## config.mk

```make
export PLATFORM = sky130hd
export DESIGN_NAME = mipsCore
export DESIGN_NICKNAME = d
export VERILOG_FILES = /design/src/common/mipsPkg.sv /design/src/mipsCore/mipsCore.sv /design/src/mipsCore/pcUnit.sv /design/src/mipsCore/regFile.sv /design/src/mipsCore/aluUnit.sv /design/src/mipsCore/controlUnit.sv
export SDC_FILE = /design/constraint.sdc
export NUM_CORES = 2
export LEC_CHECK = 0
export ABC_AREA = 1
export BUFFER_PORTS_ARGS = -buffer_cell sky130_fd_sc_hd__clkbuf_2
export CORE_MARGIN = 2
export CORE_UTILIZATION = 35
export CTS_CLUSTER_SIZE = 24
export DETAILED_ROUTE_END_ITERATION = 10
export PLACE_DENSITY = 0.57
export SLEW_MARGIN = 0
export SYNTH_ARGS = -nofsm -noshare
export SYNTH_HDL_FRONTEND = slang
export SYNTH_SLANG_ARGS = --single-unit
```

## constraint.sdc

```tcl
create_clock -name clk -period 10.9 [get_ports clk]
set_clock_uncertainty 0.1 [all_clocks]
set_input_delay 2.18 -clock clk [delete_from_list [all_inputs] [get_ports clk]]
set_output_delay 2.18 -clock clk [all_outputs]
set_load 0.1 [all_outputs]
```

## src/common/mipsPkg.sv

```systemverilog
// ====================
// shared definitions for the single-cycle MIPS core
// datapath and register index widths
// opcode and function code encodings
// ALU operation codes, link register index
// instruction word union over R, I and J formats
// ====================

package mipsPkg;

  // widths
  localparam int xlen = 32;
  localparam int regAddrWidth = 5;
  // 128-word data memory
  localparam int dataAddrWidth = 7;

  // opcodes
  localparam logic [5:0] opRType = 6'h00;
  localparam logic [5:0] opJ     = 6'h02;
  localparam logic [5:0] opJal   = 6'h03;
  localparam logic [5:0] opBeq   = 6'h04;
  localparam logic [5:0] opAddi  = 6'h08;
  localparam logic [5:0] opLw    = 6'h23;
  localparam logic [5:0] opSw    = 6'h2b;

  // function codes, R-type only
  localparam logic [5:0] fnSll = 6'h00;
  localparam logic [5:0] fnSrl = 6'h02;
  localparam logic [5:0] fnJr  = 6'h08;
  localparam logic [5:0] fnAdd = 6'h20;
  localparam logic [5:0] fnSub = 6'h22;
  localparam logic [5:0] fnAnd = 6'h24;
  localparam logic [5:0] fnOr  = 6'h25;
  localparam logic [5:0] fnSlt = 6'h2a;

  // ALU operation codes
  localparam logic [3:0] aluAnd = 4'b0000;
  localparam logic [3:0] aluOr  = 4'b0001;
  localparam logic [3:0] aluAdd = 4'b0010;
  localparam logic [3:0] aluSub = 4'b0110;
  localparam logic [3:0] aluSlt = 4'b0111;
  localparam logic [3:0] aluSll = 4'b1000;
  localparam logic [3:0] aluSrl = 4'b1001;

  // jal destination
  localparam logic [regAddrWidth-1:0] linkReg = 5'd31;

  // one instruction word, three field layouts
  typedef union packed {
    struct packed {
      logic [5:0] opcode;
      logic [regAddrWidth-1:0] rs;
      logic [regAddrWidth-1:0] rt;
      logic [regAddrWidth-1:0] rd;
      logic [4:0] shamt;
      logic [5:0] funct;
    } rFmt;
    struct packed {
      logic [5:0] opcode;
      logic [regAddrWidth-1:0] rs;
      logic [regAddrWidth-1:0] rt;
      logic [15:0] imm;
    } iFmt;
    struct packed {
      logic [5:0] opcode;
      logic [25:0] target;
    } jFmt;
  } instrWord;

endpackage
```

## src/mipsCore/mipsCore.sv

```systemverilog
// ====================
// single-cycle MIPS core, top level
// control, ALU, register file, PC units
// immediate extension, destination select
// operand and writeback muxes
// ====================

`timescale 1ns/1ps

module mipsCore import mipsPkg::*; (
  input  logic                     clk,
  input  logic                     rst,
  output logic [xlen-1:0]          instAddr,
  input  logic [xlen-1:0]          instr,
  output logic [dataAddrWidth-1:0] memAddr,
  output logic [xlen-1:0]          memWriteData,
  output logic                     memWrite,
  output logic                     memRead,
  input  logic [xlen-1:0]          memReadData,
  output logic                     wbEn,
  output logic [regAddrWidth-1:0]  wbAddr,
  output logic [xlen-1:0]          wbData
);

  // ====================
  // decode
  // ====================

  instrWord instrU;

  logic regDst;
  logic aluSrc;
  logic memToReg;
  logic link;
  logic regWrite;
  logic memReadCtl;
  logic memWriteCtl;
  logic branch;
  logic jump;
  logic jumpReg;
  logic shiftOp;
  logic signExt;
  logic [3:0] aluOp;

  logic [xlen-1:0] immExt;
  logic [xlen-1:0] readDataA;
  logic [xlen-1:0] readDataB;
  logic [xlen-1:0] aluB;
  logic [4:0] aluShamt;
  logic [xlen-1:0] aluResult;
  logic zero;
  logic [xlen-1:0] pc;
  logic [xlen-1:0] pcPlus4;

  assign instrU = instr;

  controlUnit ctrl_i (
    .instr    (instrU),
    .regDst   (regDst),
    .aluSrc   (aluSrc),
    .memToReg (memToReg),
    .link     (link),
    .regWrite (regWrite),
    .memRead  (memReadCtl),
    .memWrite (memWriteCtl),
    .branch   (branch),
    .jump     (jump),
    .jumpReg  (jumpReg),
    .shiftOp  (shiftOp),
    .signExt  (signExt),
    .aluOp    (aluOp)
  );

  // sign or zero extension of the 16-bit immediate
  assign immExt = {{16{signExt & instrU.iFmt.imm[15]}}, instrU.iFmt.imm};

  // ====================
  // execute
  // ====================

  regFile regs_i (
    .clk       (clk),
    .rst       (rst),
    .writeEn   (wbEn),
    .readAddrA (instrU.rFmt.rs),
    .readAddrB (instrU.rFmt.rt),
    .writeAddr (wbAddr),
    .writeData (wbData),
    .readDataA (readDataA),
    .readDataB (readDataB)
  );

  assign aluB = aluSrc ? immExt : readDataB;
  // shamt field only counts for sll and srl
  assign aluShamt = shiftOp ? instrU.rFmt.shamt : 5'd0;

  aluUnit alu_i (
    .a      (readDataA),
    .b      (aluB),
    .shamt  (aluShamt),
    .aluOp  (aluOp),
    .result (aluResult),
    .zero   (zero)
  );

  pcUnit pc_i (
    .clk          (clk),
    .rst          (rst),
    .branch       (branch),
    .zero         (zero),
    .jump         (jump),
    .jumpReg      (jumpReg),
    .branchOffset (immExt),
    .jumpTarget   (instrU.jFmt.target),
    .regTarget    (readDataA),
    .pc           (pc),
    .pcPlus4      (pcPlus4)
  );

  // ====================
  // memory and writeback
  // ====================

  assign instAddr = pc;

  // word address out of the byte address
  assign memAddr      = aluResult[dataAddrWidth+1:2];
  assign memWriteData = readDataB;
  assign memRead      = memReadCtl;
  // no store leaves the core while in reset
  assign memWrite     = memWriteCtl & rst;

  // jal links to r31, R-type to rd, I-type to rt
  assign wbAddr = link ? linkReg : (regDst ? instrU.rFmt.rd : instrU.iFmt.rt);
  assign wbData = link ? pcPlus4 : (memToReg ? memReadData : aluResult);
  // writes to r0 are dropped here as well
  assign wbEn   = regWrite & rst & (wbAddr != '0);

endmodule

```

## src/mipsCore/pcUnit.sv

```systemverilog
// ====================
// program counter register
// next address: register jump, jump, branch, pc+4
// ====================

`timescale 1ns/1ps

module pcUnit import mipsPkg::*; (
  input  logic            clk,
  input  logic            rst,
  input  logic            branch,
  input  logic            zero,
  input  logic            jump,
  input  logic            jumpReg,
  input  logic [xlen-1:0] branchOffset,
  input  logic [25:0]     jumpTarget,
  input  logic [xlen-1:0] regTarget,
  output logic [xlen-1:0] pc,
  output logic [xlen-1:0] pcPlus4
);

  logic [xlen-1:0] nextPc;
  logic [xlen-1:0] branchAddr;
  logic [xlen-1:0] jumpAddr;

  assign pcPlus4 = pc + 32'd4;

  // word offset relative to the following instruction
  assign branchAddr = pcPlus4 + {branchOffset[xlen-3:0], 2'b00};
  // keep the 256 MB region of pc+4
  assign jumpAddr = {pcPlus4[xlen-1:28], jumpTarget, 2'b00};

  always_comb begin
    if (jumpReg) begin
      nextPc = regTarget;
    end else if (jump) begin
      nextPc = jumpAddr;
    end else if (branch && zero) begin
      nextPc = branchAddr;
    end else begin
      nextPc = pcPlus4;
    end
  end

  always_ff @(posedge clk or negedge rst) begin
    if (!rst) begin
      pc <= '0;
    end else begin
      pc <= nextPc;
    end
  end

endmodule

```

## src/mipsCore/regFile.sv

```systemverilog
// ====================
// 32-entry register file
// two combinational reads, one write on the edge
// register 0 reads as zero
// ====================

`timescale 1ns/1ps

module regFile import mipsPkg::*; (
  input  logic                    clk,
  input  logic                    rst,
  input  logic                    writeEn,
  input  logic [regAddrWidth-1:0] readAddrA,
  input  logic [regAddrWidth-1:0] readAddrB,
  input  logic [regAddrWidth-1:0] writeAddr,
  input  logic [xlen-1:0]         writeData,
  output logic [xlen-1:0]         readDataA,
  output logic [xlen-1:0]         readDataB
);

  // only registers 1 to 31 exist
  logic [xlen-1:0] regs [1:31];

  always_ff @(posedge clk or negedge rst) begin
    if (!rst) begin
      for (int idx = 1; idx < 32; idx++) begin
        regs[idx] <= '0;
      end
    end else if (writeEn && (writeAddr != '0)) begin
      regs[writeAddr] <= writeData;
    end
  end

  // index 0 bypasses the array
  assign readDataA = (readAddrA == '0) ? '0 : regs[readAddrA];
  assign readDataB = (readAddrB == '0) ? '0 : regs[readAddrB];

endmodule

```

## src/mipsCore/aluUnit.sv

```systemverilog
// ====================
// 32-bit ALU
// add, sub, and, or, signed slt
// logical shifts of b by shamt, zero flag
// ====================

`timescale 1ns/1ps

module aluUnit import mipsPkg::*; (
  input  logic [xlen-1:0] a,
  input  logic [xlen-1:0] b,
  input  logic [4:0]      shamt,
  input  logic [3:0]      aluOp,
  output logic [xlen-1:0] result,
  output logic            zero
);

  always_comb begin
    case (aluOp)
      aluAdd: result = a + b;
      aluSub: result = a - b;
      aluAnd: result = a & b;
      aluOr:  result = a | b;
      // signed compare, result is 0 or 1
      aluSlt: result = {{(xlen-1){1'b0}}, $signed(a) < $signed(b)};
      // shifts act on the rt operand
      aluSll: result = b << shamt;
      aluSrl: result = b >> shamt;
      default: result = '0;
    endcase
  end

  // flag for any operation, beq reads it after sub
  assign zero = (result == '0);

endmodule

```

## src/mipsCore/controlUnit.sv

```systemverilog
// ====================
// main decoder of the core
// opcode and function code to datapath controls
// and the ALU operation, in a single level
// ====================

`timescale 1ns/1ps

module controlUnit import mipsPkg::*; (
  input  instrWord   instr,
  output logic       regDst,
  output logic       aluSrc,
  output logic       memToReg,
  output logic       link,
  output logic       regWrite,
  output logic       memRead,
  output logic       memWrite,
  output logic       branch,
  output logic       jump,
  output logic       jumpReg,
  output logic       shiftOp,
  output logic       signExt,
  output logic [3:0] aluOp
);

  always_comb begin
    // defaults: nothing written, nothing taken
    regDst   = 1'b0;
    aluSrc   = 1'b0;
    memToReg = 1'b0;
    link     = 1'b0;
    regWrite = 1'b0;
    memRead  = 1'b0;
    memWrite = 1'b0;
    branch   = 1'b0;
    jump     = 1'b0;
    jumpReg  = 1'b0;
    shiftOp  = 1'b0;
    signExt  = 1'b0;
    aluOp    = aluAdd;
    case (instr.rFmt.opcode)
      opRType: begin
        regDst   = 1'b1;
        regWrite = 1'b1;
        case (instr.rFmt.funct)
          fnAdd: aluOp = aluAdd;
          fnSub: aluOp = aluSub;
          fnAnd: aluOp = aluAnd;
          fnOr:  aluOp = aluOr;
          fnSlt: aluOp = aluSlt;
          fnSll: begin
            aluOp   = aluSll;
            shiftOp = 1'b1;
          end
          fnSrl: begin
            aluOp   = aluSrl;
            shiftOp = 1'b1;
          end
          fnJr: begin
            // register jump, no writeback
            regWrite = 1'b0;
            jumpReg  = 1'b1;
          end
          // unknown function code
          default: regWrite = 1'b0;
        endcase
      end
      opAddi: begin
        aluSrc   = 1'b1;
        signExt  = 1'b1;
        regWrite = 1'b1;
      end
      opLw: begin
        aluSrc   = 1'b1;
        signExt  = 1'b1;
        memToReg = 1'b1;
        memRead  = 1'b1;
        regWrite = 1'b1;
      end
      opSw: begin
        aluSrc   = 1'b1;
        signExt  = 1'b1;
        memWrite = 1'b1;
      end
      opBeq: begin
        // compare by subtraction, zero flag decides
        aluOp   = aluSub;
        signExt = 1'b1;
        branch  = 1'b1;
      end
      opJ: jump = 1'b1;
      opJal: begin
        jump     = 1'b1;
        link     = 1'b1;
        regWrite = 1'b1;
      end
      default: ;
    endcase
  end

endmodule

```

==> impl_metrics.json <==
{
  "ys_seq_area_share_pct": 37.0,
  "p_comb_share_pct": 36.9,
  "max_stage_delay_ps": 550,
  "grt_pass1_vias": 70100,
  "synth.distinct_cells": 61,
  "die_w_um": 449,
  "tightest_slew_ps": 1220,
  "cts_hold_buf": 0,
  "vias": 75000,
  "drive_gt1_share_pct": 8.49,
  "yosys.area.top_type_share_pct": 37.0,
  "syn_area_um2": 69200,
  "achievable-frequency_ghz": 0.0941,
  "arrival_ps": 8350,
  "critical_path.startpoint": "instr[22]",
  "dr.first_iter.drc_count": 10300,
  "crit_path_end_kind": "output port",
  "postRouteAntennaNets": 0,
  "core_um2": 197000,
  "worst_path_most_repeated_cell": "nand2_1",
  "cellLeakagePower_nw": 36.4,
  "insertion_delay_ps": 820,
  "wl_per_cell_um": 27.2,
  "worstPathRequired_ps": 8620,
  "grt_usage_pct": 34.2,
  "cts_setup_buffers": 0,
  "cts.repair.resized": 0,
  "slew_violations": 0,
  "vias_per_cell": 5.75,
  "synth_ff_type": "dfrtp_1",
  "worstHoldStart": "regs_i.regs[622]$_DFFE_PN0P_",
  "rsz0062_at_grt": "no",
  "relSlewSlack_pct": 18.9,
  "crit_type": "input pin to output port",
  "start_kind": "input pin",
  "die_area_um2": 201000,
  "cap_viol_max_count": 0,
  "switchingPower_w": 0.00559,
  "drt-total-wl_um": 354000,
  "vdd_ir_drop_max_mv": 0.128,
  "hold_viol_final": 0,
  "clock_tree.root_cell": "clkbuf_16",
  "yosysMostFrequentCell": "nand2_1",
  "synthToLayoutAreaGrowth_pct": 12.7,
  "synthTopCellsByArea": "dfrtp_1, nand2_1, o21ai_0",
  "finalSetupViolCount": 0,
  "clockBufferDepth": 3,
  "fin_crit_sh_pct": 97.5,
  "yosysWarningCount": 0,
  "nNetsFinal": 10500,
  "fp.dieH_um": 449,
  "row_count": 163,
  "drtPass1Iterations": 7,
  "overflow": 0,
  "routabilityCongestion": 1.05,
  "place_inst": 12800,
  "hold_path.class": "flip-flop to flip-flop",
  "antenna_found_initial": 15,
  "stdcell_count": 13000,
  "netSwitchingFraction_pct": 42.6,
  "crit_slowest_cell": "o21ai_0",
  "hpwl_um": 239000,
  "status": "finished clean",
  "power-per-cell-area_nw_per_um2": 168,
  "synthArstFlopShare_pct": 100,
  "fin_tns_setup_ps": 0,
  "drcViolationCount": 0,
  "synthCells": 10400,
  "power_frac_clock_pct": 31.5,
  "whs_ps": 384,
  "synth_edf_count": 0,
  "r2r_start": "regs_i.regs[36]$_DFFE_PN0P_",
  "yosysTopAreaCell": "dfrtp_1",
  "htree_levels": 3,
  "synthTopCellsByCount": "nand2_1, o21ai_0, nand3_1, dfrtp_1, inv_1",
  "clkTransAtPathRegs_ps": 60,
  "num_io_pins": 177,
  "cp_max_fo": 21,
  "synth.net_count": 10600,
  "p_seq_share_pct": 31.6,
  "cts_made_buffers": 117,
  "start_util_pct": 35.1,
  "p_int_w": 0.00753,
  "clock-sinks": 1024,
  "fin_crit_ps": 10630,
  "syn_avg_cell_area_um2": 6.65,
  "grt_pass1_wl_um": 508000,
  "portBuffers": 176,
  "synth-seq-cells": 1024,
  "cts_tree": "yes",
  "grt_max_degree": 160
}
-- cells in the final DEF, fill, tap and decap left out, drive strengths merged, types with 6 or more instances in the layout --
master / instances
clkbuf: 302
o21ai: 1473
nand2: 3001
xnor2: 20
dfrtp: 1024
o22ai: 26
a21o: 13
o21bai: 11
xor2: 41
bufinv: 8
nor3: 50
a211oi: 9
ha: 139
nand4: 112
a21oi: 764
buf: 399
o311ai: 33
o211ai: 109
a31oi: 8
inv: 1022
nor2: 594
nand3: 1084
or2: 11
a221o: 13
a21boi: 9
clkinv: 38
o2111ai: 8
o31ai: 17
a32oi: 15
o221ai: 6
-- worst max-delay path, delay by kind of cell --
family / cells / cell delay [ps]
compound gates: 13 / 2930
buf+inv: 8 / 1640
simple gates: 10 / 1060
fa+ha+maj: 1 / 420
-- path summary, 6_finish.rpt --
check                           slack, ps                            to  depth (start not counted)
max in group asynchronous            4880  regs_i.regs[677]$_DFFE_PN0P_                          6
worst max-delay path                  270                    wbData[28]                         32
min in group asynchronous            1200  regs_i.regs[316]$_DFFE_PN0P_                          1
worst max register to register       4090         pc_i.pc[22]$_DFF_PN0_                         34
worst min-delay path                  380  regs_i.regs[622]$_DFFE_PN0P_                          2
worst min register to register        380  regs_i.regs[622]$_DFFE_PN0P_                          2
-- kinds of logic after synthesis --
family,synth area share (%)
AOI/OAI and AO/OA,19.5
xor gates and xnor gates,0.772
adders and majority gates,2.60
buffers and inverters,10.6
DFF,37.0
muxes,0.0724
and+or+nand+nor,29.4
-- state kept, by name, summed over array words and instances (netlist names) --
signal,flops
pc_i.pc,32
regs_i.regs,992
-- final cells by class --
type	instances	area, um2
fill	20800	119000
multi-input combinational	7598	36400
tap	2640	3300
antenna	5	12.5
sequential	1024	25600
clock buffer	172	3400
inverter	1027	3890
timing repair buffer	529	4760
clock inverter	43	526
-- metal layers --
layer  GRT usage [%]  wire length (um)
met1            44.0            138000
met4            19.9             23900
met2            51.8            153000
met5               0                82
met3            8.61             39600
-- power by group through the flow --
stage	Clock [W]	Combinational, W	Sequential, W
global placement	0	0.00474	0.00420
global route	0.00432	0.00511	0.00417
floorplan	0	0.00253	0.00442
CTS	0.00417	0.00475	0.00414
finish	0.00413	0.00485	0.00415
detailed placement	0	0.00473	0.00421
-- through the flow --
| stage | setup WS (ps) | instance area [um2] | power, W | utilization (%) |
|---|---|---|---|---|
| floorplan | 1270 | 69200 | 0.00695 | - |
| global placement | 575 | 74000 | 0.00894 | 37.6 |
| detailed placement | 556 | 74000 | 0.00894 | 37.6 |
| CTS | 568 | 77900 | 0.0131 | 39.6 |
| global route | 65.0 | 77900 | 0.0136 | 39.6 |
| finish | 273 | 77900 | 0.0131 | 39.6 |
Note: power is estimated with default switching activity, not from simulation.
